===== src/common/rr_csr_pkg.sv =====
package rr_csr_pkg;

    // Register file geometry
    localparam int RR_CSR_CNT = 8;
    localparam int RR_CSR_ADDR_WIDTH = 3;

    // Register indices, one 32-bit word each
    localparam logic [RR_CSR_ADDR_WIDTH-1:0] RR_MODE = 3'd0;
    localparam logic [RR_CSR_ADDR_WIDTH-1:0] BUF_BASE = 3'd1;
    localparam logic [RR_CSR_ADDR_WIDTH-1:0] BUF_SIZE = 3'd2;

    // Writing either of these only fires a one-cycle pulse
    localparam logic [RR_CSR_ADDR_WIDTH-1:0] WRITE_BUF_UPDATE = 3'd3;
    localparam logic [RR_CSR_ADDR_WIDTH-1:0] READ_BUF_UPDATE = 3'd4;

    localparam logic [RR_CSR_ADDR_WIDTH-1:0] REPLAY_COUNT = 3'd5;

    // Loaded from the storage arbiter every cycle, in words
    localparam logic [RR_CSR_ADDR_WIDTH-1:0] RECORD_COUNT = 3'd6;

    // Index 7 is spare

    // Enable bits inside RR_MODE
    localparam int MODE_RECORD_BIT = 0;
    localparam int MODE_REPLAY_BIT = 1;

endpackage


===== src/common/rr_trace_pkg.sv =====
package rr_trace_pkg;

    // Width of one trace word
    localparam int TRACE_W = 32;

    // Trace buffer holds 2**BUF_AW words
    localparam int BUF_AW = 6;

    // Logger FIFO depth, which is also the sender's starting credit count
    localparam int REC_CREDITS = 4;

    // Credits the replay feeder holds out of reset
    localparam int REP_CREDITS = 2;

    // Which request owns the trace buffer this cycle
    typedef enum logic [1:0] {
        op_idle,
        op_write,
        op_read
    } storage_op_e;

    // Side that got the last grant, used to alternate on contention
    typedef enum logic {
        last_rec,
        last_rep
    } arb_state_e;

endpackage


===== src/csrs/rr_csrs.sv =====
`timescale 1ns/1ns

module rr_csrs (
    input  logic                           clk,
    input  logic                           rstn,
    input  logic                           awvalid,
    input  logic [31:0]                    awaddr,
    output logic                           awready,
    input  logic                           wvalid,
    input  logic [31:0]                    wdata,
    input  logic [3:0]                     wstrb,
    output logic                           wready,
    output logic                           bvalid,
    output logic [1:0]                     bresp,
    input  logic                           bready,
    input  logic                           arvalid,
    input  logic [31:0]                    araddr,
    output logic                           arready,
    output logic                           rvalid,
    output logic [31:0]                    rdata,
    output logic [1:0]                     rresp,
    input  logic                           rready,
    output logic                           record_en,
    output logic                           replay_en,
    output logic [rr_trace_pkg::BUF_AW-1:0] buf_base,
    output logic [rr_trace_pkg::BUF_AW:0]   buf_size,
    output logic [rr_trace_pkg::BUF_AW:0]   replay_count,
    output logic                           write_buf_update,
    output logic                           read_buf_update,
    input  logic [rr_trace_pkg::BUF_AW:0]   record_count
);
    import rr_csr_pkg::*;
    import rr_trace_pkg::*;

    logic [31:0] csrs [RR_CSR_CNT];

    logic aw_fire, w_fire, write_fire;
    logic aw_held, w_held;
    logic write_q, write_qq;
    logic b_busy;
    logic [RR_CSR_ADDR_WIDTH-1:0] wr_addr, wr_addr_q;
    logic [31:0] wr_data_q, strb_mask, merged;
    logic wr_is_strobe_q;
    logic ar_fire, r_busy;

    assign aw_fire = awvalid & awready;
    assign w_fire = wvalid & wready;

    // A write is complete once both address and data are in, in any order
    assign write_fire = (aw_fire | aw_held) & (w_fire | w_held);

    // Hold off a channel that is already captured, or while the response is stuck
    assign b_busy = bvalid & ~bready;
    assign awready = ~aw_held & ~b_busy;
    assign wready = ~w_held & ~b_busy;

    assign r_busy = rvalid & ~rready;
    assign arready = ~r_busy;
    assign ar_fire = arvalid & arready;

    assign bresp = 2'b00;
    assign rresp = 2'b00;

    assign wr_is_strobe_q = (wr_addr_q == WRITE_BUF_UPDATE) || (wr_addr_q == READ_BUF_UPDATE);

    // Channel tracking, response handshakes and the register array
    always_ff @(posedge clk) begin
        if (~rstn) begin
            aw_held <= 1'b0;
            w_held <= 1'b0;
            write_q <= 1'b0;
            write_qq <= 1'b0;
            bvalid <= 1'b0;
            rvalid <= 1'b0;
            for (int i = 0; i < RR_CSR_CNT; i++) begin
                csrs[i] <= '0;
            end
        end else begin
            if (write_fire) begin
                aw_held <= 1'b0;
                w_held <= 1'b0;
            end else begin
                if (aw_fire) begin
                    aw_held <= 1'b1;
                end
                if (w_fire) begin
                    w_held <= 1'b1;
                end
            end

            write_q <= write_fire;
            write_qq <= write_q;

            if (write_fire) begin
                bvalid <= 1'b1;
            end else if (bvalid & bready) begin
                bvalid <= 1'b0;
            end

            if (ar_fire) begin
                rvalid <= 1'b1;
            end else if (rvalid & rready) begin
                rvalid <= 1'b0;
            end

            // Strobe registers are never stored, so they read back as zero
            if (write_qq && !wr_is_strobe_q) begin
                csrs[wr_addr_q] <= merged;
            end

            // Counter mirror overrides any write landing in the same cycle
            csrs[RECORD_COUNT] <= {{(31 - BUF_AW){1'b0}}, record_count};
        end
    end

    // Captured write payload and the byte merge stage
    always_ff @(posedge clk) begin
        if (aw_fire) begin
            // Word-aligned addresses, so bits 1:0 are not part of the index
            wr_addr <= awaddr[2 +: RR_CSR_ADDR_WIDTH];
        end
        if (w_fire) begin
            wr_data_q <= wdata;
            strb_mask <= {{8{wstrb[3]}}, {8{wstrb[2]}}, {8{wstrb[1]}}, {8{wstrb[0]}}};
        end
        wr_addr_q <= wr_addr;
        if (write_q) begin
            merged <= (strb_mask & wr_data_q) | (~strb_mask & csrs[wr_addr]);
        end
        if (ar_fire) begin
            rdata <= csrs[araddr[2 +: RR_CSR_ADDR_WIDTH]];
        end
    end

    assign record_en = csrs[RR_MODE][MODE_RECORD_BIT];
    assign replay_en = csrs[RR_MODE][MODE_REPLAY_BIT];
    assign buf_base = csrs[BUF_BASE][BUF_AW-1:0];
    assign buf_size = csrs[BUF_SIZE][BUF_AW:0];
    assign replay_count = csrs[REPLAY_COUNT][BUF_AW:0];

    // One-cycle pulses, the cycle after the write is accepted
    assign write_buf_update = write_q && (wr_addr == WRITE_BUF_UPDATE);
    assign read_buf_update = write_q && (wr_addr == READ_BUF_UPDATE);

endmodule


===== src/verilog/rr_record_logger.sv =====
`timescale 1ns/1ns

module rr_record_logger (
    input  logic                             clk,
    input  logic                             rstn,
    input  logic                             record_en,
    input  logic                             rec_valid,
    input  logic [rr_trace_pkg::TRACE_W-1:0] rec_data,
    output logic                             rec_credit,
    output logic                             wr_valid,
    output logic [rr_trace_pkg::TRACE_W-1:0] wr_data,
    input  logic                             wr_ready
);
    import rr_trace_pkg::*;

    logic [TRACE_W-1:0] fifo_mem [REC_CREDITS];
    logic [$clog2(REC_CREDITS)-1:0] wr_ptr, rd_ptr;
    logic [$clog2(REC_CREDITS+1)-1:0] count;
    logic push, drop, pop;

    // Sender only pushes while holding a credit, so the FIFO never overflows
    assign push = rec_valid & record_en;
    assign drop = rec_valid & ~record_en;

    // A drop takes the credit slot this cycle, so the pop waits one cycle
    assign wr_valid = (count != '0) & ~drop;
    assign wr_data = fifo_mem[rd_ptr];
    assign pop = wr_valid & wr_ready;

    always_ff @(posedge clk) begin
        if (~rstn) begin
            wr_ptr <= '0;
            rd_ptr <= '0;
            count <= '0;
            rec_credit <= 1'b0;
        end else begin
            // Pointers wrap naturally since the depth is a power of two
            if (push) begin
                wr_ptr <= wr_ptr + 1'b1;
            end
            if (pop) begin
                rd_ptr <= rd_ptr + 1'b1;
            end
            if (push && !pop) begin
                count <= count + 1'b1;
            end else if (pop && !push) begin
                count <= count - 1'b1;
            end
            rec_credit <= pop | drop;
        end
    end

    always_ff @(posedge clk) begin
        if (push) begin
            fifo_mem[wr_ptr] <= rec_data;
        end
    end

endmodule


===== src/verilog/rr_replay_feeder.sv =====
`timescale 1ns/1ns

module rr_replay_feeder (
    input  logic                             clk,
    input  logic                             rstn,
    input  logic                             rd_valid,
    input  logic [rr_trace_pkg::TRACE_W-1:0] rd_data,
    output logic                             rd_ready,
    output logic                             rep_valid,
    output logic [rr_trace_pkg::TRACE_W-1:0] rep_data,
    input  logic                             rep_credit
);
    import rr_trace_pkg::*;

    logic [$clog2(REP_CREDITS+1)-1:0] credits;
    logic skid_valid;
    logic [TRACE_W-1:0] skid_data;
    logic emit;

    // Only one word of storage, so accept a new one only when it is empty
    assign rd_ready = ~skid_valid;

    // No credits means the word waits in the skid slot
    assign emit = skid_valid & (credits != '0);

    always_ff @(posedge clk) begin
        if (~rstn) begin
            credits <= REP_CREDITS[$clog2(REP_CREDITS+1)-1:0];
            skid_valid <= 1'b0;
            rep_valid <= 1'b0;
        end else begin
            if (rd_valid & rd_ready) begin
                skid_valid <= 1'b1;
            end else if (emit) begin
                skid_valid <= 1'b0;
            end

            // Spend and return can coincide and cancel out
            if (emit && !rep_credit) begin
                credits <= credits - 1'b1;
            end else if (rep_credit && !emit) begin
                credits <= credits + 1'b1;
            end

            rep_valid <= emit;
        end
    end

    always_ff @(posedge clk) begin
        if (rd_valid & rd_ready) begin
            skid_data <= rd_data;
        end
        if (emit) begin
            rep_data <= skid_data;
        end
    end

endmodule


===== src/verilog/rr_storage_arbiter.sv =====
`timescale 1ns/1ns

module rr_storage_arbiter (
    input  logic                             clk,
    input  logic                             rstn,
    input  logic                             replay_en,
    input  logic [rr_trace_pkg::BUF_AW-1:0]  buf_base,
    input  logic [rr_trace_pkg::BUF_AW:0]    buf_size,
    input  logic [rr_trace_pkg::BUF_AW:0]    replay_count,
    input  logic                             write_buf_update,
    input  logic                             read_buf_update,
    input  logic                             wr_valid,
    input  logic [rr_trace_pkg::TRACE_W-1:0] wr_data,
    output logic                             wr_ready,
    input  logic                             rd_ready,
    output logic                             rd_valid,
    output logic [rr_trace_pkg::TRACE_W-1:0] rd_data,
    output logic [rr_trace_pkg::BUF_AW:0]    record_count
);
    import rr_trace_pkg::*;

    logic [TRACE_W-1:0] buf_mem [2**BUF_AW];
    logic [BUF_AW-1:0] wr_off, rd_off, mem_addr;
    logic [BUF_AW:0] wr_off_inc, rd_off_inc, replayed;
    logic rd_req;
    storage_op_e op;
    arb_state_e last_grant;

    // rd_valid doubles as the read-in-flight flag
    assign rd_req = replay_en & (replayed < replay_count) & ~rd_valid & rd_ready;

    always_comb begin
        op = op_idle;
        if (wr_valid && rd_req) begin
            op = (last_grant == last_rec) ? op_read : op_write;
        end else if (wr_valid) begin
            op = op_write;
        end else if (rd_req) begin
            op = op_read;
        end
    end

    assign wr_ready = (op == op_write);

    // Offsets wrap at buf_size, then the window sits at buf_base mod buffer depth
    assign wr_off_inc = {1'b0, wr_off} + 1'b1;
    assign rd_off_inc = {1'b0, rd_off} + 1'b1;
    assign mem_addr = buf_base + ((op == op_read) ? rd_off : wr_off);

    always_ff @(posedge clk) begin
        if (~rstn) begin
            wr_off <= '0;
            rd_off <= '0;
            replayed <= '0;
            record_count <= '0;
            last_grant <= last_rec;
            rd_valid <= 1'b0;
        end else begin
            rd_valid <= (op == op_read);

            if (write_buf_update) begin
                wr_off <= '0;
                record_count <= '0;
            end else if (op == op_write) begin
                wr_off <= (wr_off_inc >= buf_size) ? '0 : wr_off_inc[BUF_AW-1:0];
                if (record_count < buf_size) begin
                    record_count <= record_count + 1'b1;
                end
            end

            if (read_buf_update) begin
                rd_off <= '0;
                replayed <= '0;
            end else if (op == op_read) begin
                rd_off <= (rd_off_inc >= buf_size) ? '0 : rd_off_inc[BUF_AW-1:0];
                replayed <= replayed + 1'b1;
            end

            if (op == op_write) begin
                last_grant <= last_rec;
            end else if (op == op_read) begin
                last_grant <= last_rep;
            end
        end
    end

    // Single-port buffer, one access per cycle
    always_ff @(posedge clk) begin
        if (op == op_write) begin
            buf_mem[mem_addr] <= wr_data;
        end
        if (op == op_read) begin
            rd_data <= buf_mem[mem_addr];
        end
    end

endmodule


===== src/verilog/rr_top.sv =====
`timescale 1ns/1ns

module rr_top (
    input  logic                             clk,
    input  logic                             rstn,
    input  logic                             awvalid,
    input  logic [31:0]                      awaddr,
    output logic                             awready,
    input  logic                             wvalid,
    input  logic [31:0]                      wdata,
    input  logic [3:0]                       wstrb,
    output logic                             wready,
    output logic                             bvalid,
    output logic [1:0]                       bresp,
    input  logic                             bready,
    input  logic                             arvalid,
    input  logic [31:0]                      araddr,
    output logic                             arready,
    output logic                             rvalid,
    output logic [31:0]                      rdata,
    output logic [1:0]                       rresp,
    input  logic                             rready,
    input  logic                             rec_valid,
    input  logic [rr_trace_pkg::TRACE_W-1:0] rec_data,
    output logic                             rec_credit,
    output logic                             rep_valid,
    output logic [rr_trace_pkg::TRACE_W-1:0] rep_data,
    input  logic                             rep_credit
);
    import rr_trace_pkg::*;

    // Configuration from the register file
    logic record_en, replay_en;
    logic [BUF_AW-1:0] buf_base;
    logic [BUF_AW:0] buf_size, replay_count, record_count;
    logic write_buf_update, read_buf_update;

    // Logger to arbiter, a word moves when the arbiter grants op_write
    logic wr_valid, wr_ready;
    logic [TRACE_W-1:0] wr_data;

    // Arbiter to feeder, rd_valid follows an op_read grant by one cycle
    logic rd_valid, rd_ready;
    logic [TRACE_W-1:0] rd_data;

    rr_csrs i_csrs (
        .clk(clk), .rstn(rstn),
        .awvalid(awvalid), .awaddr(awaddr), .awready(awready),
        .wvalid(wvalid), .wdata(wdata), .wstrb(wstrb), .wready(wready),
        .bvalid(bvalid), .bresp(bresp), .bready(bready),
        .arvalid(arvalid), .araddr(araddr), .arready(arready),
        .rvalid(rvalid), .rdata(rdata), .rresp(rresp), .rready(rready),
        .record_en(record_en), .replay_en(replay_en),
        .buf_base(buf_base), .buf_size(buf_size), .replay_count(replay_count),
        .write_buf_update(write_buf_update), .read_buf_update(read_buf_update),
        .record_count(record_count)
    );

    rr_record_logger i_record_logger (
        .clk(clk), .rstn(rstn), .record_en(record_en),
        .rec_valid(rec_valid), .rec_data(rec_data), .rec_credit(rec_credit),
        .wr_valid(wr_valid), .wr_data(wr_data), .wr_ready(wr_ready)
    );

    rr_storage_arbiter i_storage_arbiter (
        .clk(clk), .rstn(rstn), .replay_en(replay_en),
        .buf_base(buf_base), .buf_size(buf_size), .replay_count(replay_count),
        .write_buf_update(write_buf_update), .read_buf_update(read_buf_update),
        .wr_valid(wr_valid), .wr_data(wr_data), .wr_ready(wr_ready),
        .rd_ready(rd_ready), .rd_valid(rd_valid), .rd_data(rd_data),
        .record_count(record_count)
    );

    rr_replay_feeder i_replay_feeder (
        .clk(clk), .rstn(rstn),
        .rd_valid(rd_valid), .rd_data(rd_data), .rd_ready(rd_ready),
        .rep_valid(rep_valid), .rep_data(rep_data), .rep_credit(rep_credit)
    );

endmodule


===== config.mk =====
export PLATFORM = sky130hd
export DESIGN_NAME = rr_top
export DESIGN_NICKNAME = d
export VERILOG_FILES = /design/src/common/rr_csr_pkg.sv /design/src/common/rr_trace_pkg.sv /design/src/csrs/rr_csrs.sv /design/src/verilog/rr_record_logger.sv /design/src/verilog/rr_replay_feeder.sv /design/src/verilog/rr_storage_arbiter.sv /design/src/verilog/rr_top.sv
export SDC_FILE = /design/constraint.sdc
export NUM_CORES = 2
export LEC_CHECK = 0
export BUFFER_PORTS_ARGS = -buffer_cell sky130_fd_sc_hd__buf_2
export CORE_MARGIN = 2
export CORE_UTILIZATION = 45
export CTS_BUF_LIST = sky130_fd_sc_hd__clkbuf_4 sky130_fd_sc_hd__clkbuf_8
export DETAILED_ROUTE_END_ITERATION = 10
export GPL_TIMING_DRIVEN = 1
export SYNTH_ARGS = -nofsm -noshare
export SYNTH_HDL_FRONTEND = slang
export SYNTH_SLANG_ARGS = --single-unit

===== constraint.sdc =====
create_clock -name clk -period 7.2 [get_ports clk]
set_clock_uncertainty 0.05 [all_clocks]
set_input_delay 1.44 -clock clk [delete_from_list [all_inputs] [get_ports clk]]
set_output_delay 1.44 -clock clk [all_outputs]
set_load 0.1 [all_outputs]

# Word level (Yosys, flattened, before mapping)
# Memories as Yosys holds them, arrays and structs flattened. A register that Yosys moved wholly into a read port is not among the register bits.
# Cells that the tools add are included.
[word_totals] out_inout_bits=75 ram_bits=2432 inputBits=141 reg_bits=205 memories=3
[mem_list] name="i_storage_arbiter.buf_mem" depth=64 word_bits=32 read_ports=1 rd_ports_with_merged_regs=1 write_ports=1 line="rr_storage_arbiter.sv:22" rtl="logic [TRACE_W-1:0] buf_mem [2**BUF_AW];"
[mem_list] name="i_csrs.csrs" depth=8 word_bits=32 read_ports=6 rd_ports_with_merged_regs=2 write_ports=8 line="rr_csrs.sv:35" rtl="logic [31:0] csrs [RR_CSR_CNT];"
[mem_list] name="i_record_logger.fifo_mem" depth=4 word_bits=32 read_ports=1 rd_ports_with_merged_regs=1 write_ports=1 line="rr_record_logger.sv:16" rtl="logic [TRACE_W-1:0] fifo_mem [REC_CREDITS];"
[classes] n_bitwise=41 muxes=33 eq_ne=7 reduce_logical=27 add_sub_neg=11 order_cmp=4
[op_table] cell="32-bit bitwise AND" n=2
[op_table] cell="32-bit 2-to-1 mux" n=2
[op_table] cell="32-bit inverter" n=1
[op_table] cell="32-bit bitwise OR" n=1
[op_table] cell="32-bit OR reduction" n=1
[op_table] cell="1-bit bitwise AND" n=21
[op_table] cell="6-bit 2-to-1 mux" n=3
[op_table] cell="1-bit 2-to-1 mux" n=16
[op_table] cell="2-bit 2-to-1 mux" n=8
[op_table] cell="6-bit by 1-bit adder with 7-bit output (second input constant)" n=2
[op_table] cell="7-bit by 1-bit adder with 7-bit output (second input constant)" n=2
[op_table] cell="7-bit greater-or-equal comparator" n=2
[op_table] cell="7-bit < comparator" n=2
[op_table] cell="3-bit 2-to-1 mux" n=4
[op_table] cell="1-bit inverter" n=12
[op_table] cell="2-bit nonzero test" n=6
[op_table] cell="3-bit equality test (second input constant)" n=3
[op_table] cell="1-bit logical AND" n=8
[op_table] cell="2-bit OR reduction" n=4
[op_table] cell="2-bit by 1-bit adder with 2-bit output (second input constant)" n=3
[op_table] cell="6-bit adder" n=1
[op_table] cell="3-bit by 2-bit equality test with 1-bit output (second input constant)" n=2
[op_table] cell="1-bit zero test" n=5
[op_table] cell="1-bit bitwise OR" n=4
[op_table] cell="8 further kinds" n=8

# Logic depth before layout (Yosys ltp)
# An unclocked memory read counts as a cell.
[logic_depth] depth_word=13 ltp_mapped=24

# Cells and area by module
# Synthesis repeated with hierarchy kept, for this count alone.
[unflattened] hier_cells=6501 area_unflattened_um2=106905.0
[modules_own_cells] mod="rr_storage_arbiter" instances=1 seq_area_each_um2=63020.4 cells_each=5172 area_per_inst_um2=82940.8
[modules_own_cells] mod="rr_csrs" instances=1 seq_area_each_um2=10700.3 cells_each=1027 area_per_inst_um2=16737.3
[modules_own_cells] mod="rr_record_logger" instances=1 seq_area_each_um2=4043.9 cells_each=219 area_per_inst_um2=5133.7
[modules_own_cells] mod="rr_replay_feeder" instances=1 seq_area_each_um2=2001.9 cells_each=83 area_per_inst_um2=2093.3

# Least setup slack after synthesis
# OpenSTA, ideal clock, no wires.
[synth_timing] path_type="input-to-reg" start="input port rec_valid" end="memory i_storage_arbiter.buf_mem[60][0] (enable)" setup_ps=421 n_path_buf=4 path_stages=17 slack_ps=-8 t_required_ps=6729 t_arrival_ps=6736 path_cell_list="nor2b_1 or2_1 o21ai_2 inv_2 clkbuf_1 nand2_1 nand2_1 ha_1 inv_1 fa_1 buf_2 nand2b_1 nor2_1 clkbuf_1 clkbuf_1 nand2_1 nor2_1"
[synth_between] elab_chain_cells=8 elab_cells_between_ends=12 classes_between="add/sub (1); eq/ne (2); mux (5); bitwise (3); reduce/logical (1)"
[synth_lines] item="from (decl)" line="rr_top.sv:23" rtl="input logic rec_valid,"
[synth_lines] item="1-bit bitwise AND (*)" line="rr_record_logger.sv:23" rtl="assign drop = rec_valid & ~record_en;"
[synth_lines] item="1-bit inverter (*)" line="rr_record_logger.sv:26" rtl="assign wr_valid = (count != '0) & ~drop;"
[synth_lines] item="1-bit bitwise AND (*)" line="rr_record_logger.sv:26"
[synth_lines] item="2-bit 2-to-1 mux or 1-bit logical AND (tied branches)" line="rr_storage_arbiter.sv:36, rr_storage_arbiter.sv:34"
[synth_lines] item="2-bit 2-to-1 mux (*)" line="rr_storage_arbiter.sv:34" rtl="if (wr_valid && rd_req) begin"
[synth_lines] item="2-bit equality test or 2-bit by 1-bit equality test with 1-bit output (tied branches)" line="rr_storage_arbiter.sv:48, rr_storage_arbiter.sv:89"
[synth_lines] item="6-bit 2-to-1 mux or 1-bit 2-to-1 mux (tied branches)" line="rr_storage_arbiter.sv:48, rr_storage_arbiter.sv:89"
[synth_lines] item="6-bit adder or 1-bit 2-to-1 mux (tied branches)" line="rr_storage_arbiter.sv:48, rr_storage_arbiter.sv:90"
[synth_lines] item="to (decl)" line="rr_storage_arbiter.sv:22"
# Every way passes the cells marked *; elsewhere a longest branch is shown, timed or not.

==> metrics.log <==
INFO  metric outcome = finished clean
INFO  metric routabilityCongestion = 0.862
INFO  metric areaGrowthSynthToFinish = 15.7%
INFO  metric detailroute.via_count = 65200
INFO  metric routedWlPerCell = 30.3 µm
INFO  metric io_pins = 216
INFO  metric fin_total_pwr = 38.9 mW
INFO  metric clock-sinks = 2685
INFO  metric timing.reg2reg.worst_path_depth = 22
INFO  metric start_util = 45.2%
INFO  metric worstReg2RegEnd = i_storage_arbiter.rd_data[9]$_DFFE_PN_
INFO  metric htreeDepth = 5
INFO  metric drc_errors = 0
INFO  metric layout_commonest_cell = edfxtp_1
INFO  metric timing.critical_path.fanout_max = 15
INFO  metric worstHoldPathType = reg -> reg
INFO  metric path_cells = inv_1, ha_1, nor4b_1, o211ai_1, a21oi_1, o21ai_2, inv_2, buf_4, nand2_1, nand2_1, inv_1, fa_4, nand2b_4, nor2_4, buf_12, a221oi_1, a311oi_1, buf_4, nor3_1, buf_4, a31oi_1, buf_4
INFO  metric clock_slew_seen_by_the_registers_of_the_worst_setup_and_hold_paths = 60 ps
INFO  metric timing.hold.worst_path_depth = 0
INFO  metric worst_r2r_startpoint = i_csrs.csrs[5][6]$_SDFFCE_PN0P_
INFO  metric worst_hold_startpoint = i_replay_feeder.skid_data[1]$_DFFE_PP_
INFO  metric layout.core_utilization = 52.4%
INFO  metric critPathMaxStageDelay = 960 ps
INFO  metric row_count = 178
INFO  metric slowest_cell_on_crit_path = fa_4
INFO  metric antenna_violating_nets_post_route = 0
INFO  metric multi_input_area = 0.0256 mm²
INFO  metric floorplan_die_area = 0.240 mm²
INFO  metric slew_headroom = 7.45%
INFO  metric cts.path.max_buffers = 4
INFO  metric slew_viols_final = 0
INFO  metric cts_tree = yes
INFO  metric place_inst = 10000
INFO  metric detail_route.wirelength = 327000 µm
INFO  metric layout_worst_path_cycle_share = 90.4%
INFO  metric worst_slew_pin_slew = 1370 ps
INFO  metric yosysWarnings = 0
INFO  metric grt_max_degree = 114
INFO  metric cts_buffers = 444
INFO  metric timing.critical_path.arrival = 7290 ps
INFO  metric grt_setup_unrepaired = false
INFO  metric layout.cells.most_common_list = edfxtp_1 (2599), nand2_1 (760), clkbuf_8 (461)
INFO  metric detailed_place_hpwl = 189000 µm
INFO  metric grt_first_pass_wirelength = 464000 µm
INFO  metric setup_viol = 0
INFO  metric port-buffer-count = 153
INFO  metric final_cells = 10800
INFO  metric finalNetCount = 7489
INFO  metric via_per_inst = 6.05
INFO  metric gr-usage-all-layers = 26.8%
INFO  metric peakVddDrop = 0.208 mV
INFO  metric firstDrtPassIters = 7
INFO  metric die_h = 490 µm
INFO  metric layout-drive-gt1-share = 21.3%
INFO  metric drc_marker_count_from_the_first_detailed_route_iteration = 8976
INFO  metric clock_insertion_delay_worst_skew = 1130 ps
INFO  metric antenna_found_initial = 23
INFO  metric synth-seq-cells = 2685
INFO  metric core_area = 0.235 mm²
INFO  metric cts_hold_buffers = 0
INFO  metric async_reset_ff_share = 0%
INFO  metric required = 7990 ps
INFO  metric hold-path-endpoint = i_replay_feeder.rep_data[1]$_DFFE_PP_
INFO  metric post-cts-setup-buffers = 0
INFO  metric power_leakage = 41.0 nW
INFO  metric ys_seq_area_share = 75.0%
INFO  metric synth_enable_flop_cells = 2599
INFO  metric grt-ovfl-total = 0
INFO  metric crit_path_start_kind = register
INFO  metric fmaxAchievable = 154 MHz
INFO  metric n_fill_cell = 19200
INFO  metric min_period = 6510 ps
INFO  metric hold_viol_final = 0
INFO  metric post_cts_resized = 0
INFO  metric whs = 363 ps
INFO  metric timing.critical_path.mode_cell = buf_4
INFO  metric sequential_area = 0.0798 mm²
INFO  metric p_per_area = 316 mW/mm²
INFO  metric reg2reg_setup_slack = 690 ps
INFO  metric synth_area = 0.106 mm²
INFO  metric synth_area_per_cell = 16.0 µm²
INFO  metric vias_in_the_first_global_route = 63100
INFO  metric yosys.cell_types.count = 82
INFO  metric type_of_the_setup_path_with_the_least_slack = reg -> reg
INFO  metric synthesized_instance_count = 6651
INFO  metric clock_tree.root_cell = clkbuf_8
INFO  metric fp.dieW = 490 µm
INFO  metric endpoint_kind = register
INFO  metric max_cap_viol_count = 0
INFO  metric synth_ff_type = edfxtp_1
[synth_stat cells, drive strengths merged, types with 51 or more instances]
library cell     n  share of area, %
mux4           212               4.5
a221oi          58              0.48
clkbuf         181              0.64
nor2           166              0.59
mux2            51              0.54
mux2i          295               2.8
nand2          764               2.7
o211ai          86              0.61
edfxtp        2599                73
o22ai           87              0.51
buf            275               1.3
a22oi           61              0.43
dfxtp           86               1.6
and2           177               1.0
a31oi           97              0.57
nand3          394               1.9
a21oi          293               1.4
o21ai          240               1.1
[worst max-delay path: cells and delay by family (launching register included)]
kind / cells / cell delay, ps
simple gates: 6 / 1950
compound gates: 6 / 1300
buf+inv: 8 / 1290
fa+ha+maj: 2 / 1150
flops: 1 / 370
[flip-flops by register name (all words and copies together) (netlist names), 3 cells and up, named ones only]
name                            count
i_record_logger.fifo_mem          128
i_replay_feeder.rep_data           32
i_csrs.csrs                       256
i_record_logger.count               3
i_csrs.wr_data_q                   32
i_storage_arbiter.rd_off            6
i_csrs.merged                      32
i_csrs.wr_addr                      3
i_storage_arbiter.buf_mem        2048
i_storage_arbiter.record_count      7
i_csrs.wr_addr_q                    3
i_csrs.strb_mask                    4
i_storage_arbiter.rd_data          32
i_storage_arbiter.replayed          7
i_replay_feeder.skid_data          32
i_csrs.rdata                       32
i_storage_arbiter.wr_off            6
[worst max-delay path by stage]
stage | cells past startpoint | to | start | slack [ps]
global placement | 19 | i_storage_arbiter.rd_data[9]$_DFFE_PN_ | rec_valid | 290
floorplan | 17 | i_storage_arbiter.buf_mem[60][0]$_DFFE_PP_ | rec_valid | -8
global route | 19 | i_storage_arbiter.buf_mem[50][14]$_DFFE_PP_ | i_csrs.csrs[5][6]$_SDFFCE_PN0P_ | 550
CTS | 22 | i_storage_arbiter.rd_data[9]$_DFFE_PN_ | i_csrs.csrs[5][6]$_SDFFCE_PN0P_ | 800
finish | 22 | i_storage_arbiter.rd_data[9]$_DFFE_PN_ | i_csrs.csrs[5][6]$_SDFFCE_PN0P_ | 690
detailed placement | 19 | i_storage_arbiter.rd_data[9]$_DFFE_PN_ | rec_valid | 280
[report_power, final]
group	switching [mW]	total, mW	internal [mW]
Clock	5.94	13.0	7.06
Combinational	5.38	7.44	2.05
Sequential	0.155	18.5	18.3
Total	11.5	38.9	27.4
[metrics by stage]
stage | cell area, µm² | TNS, ps | setup slack [ps]
2_1_floorplan | 107000 | -1210 | -7.62
3_3_place_gp | 115000 | 0 | 295
3_5_place_dp | 115000 | 0 | 284
4_1_cts | 123000 | 0 | 797
5_1_grt | 123000 | 0 | 545
6_report | 123000 | 0 | 695
[per-layer routing]
layer / global-route usage, % / up-vias / share of wire [%]
met4: 8.03 / 14 / 3.1
met5: 0 / - / 0.031
met1: 37.4 / 33400 / 40
li1: - / 27500 / -
met3: 5.38 / 627 / 11
met2: 42.5 / 3764 / 47
[cell type report]
class                           instances  area share [%]
Clock inverter                        163           0.801
Tap cell                             3150            3.20
Timing Repair Buffer                  571            4.21
Inverter                               29          0.0945
Antenna cell                            6          0.0122
Sequential cell                      2685            64.8
Clock buffer                          614            6.09
Multi-Input combinational cell       3573            20.8
[cells by family (layout without fill, tap and decap cells)]
logic type	Yosys count	count (layout)	share of synthesized area, %
xor+xnor	28	28	0.255
buf+inv	485	1377	1.99
mux	558	558	7.82
flops	2685	2685	75.0
fa+ha+maj	44	44	0.532
simple gates	1673	1673	7.20
other cells	1	99	0.00352
compound gates	1177	1177	7.22
No activity file was read; power rests on OpenSTA's default activity.
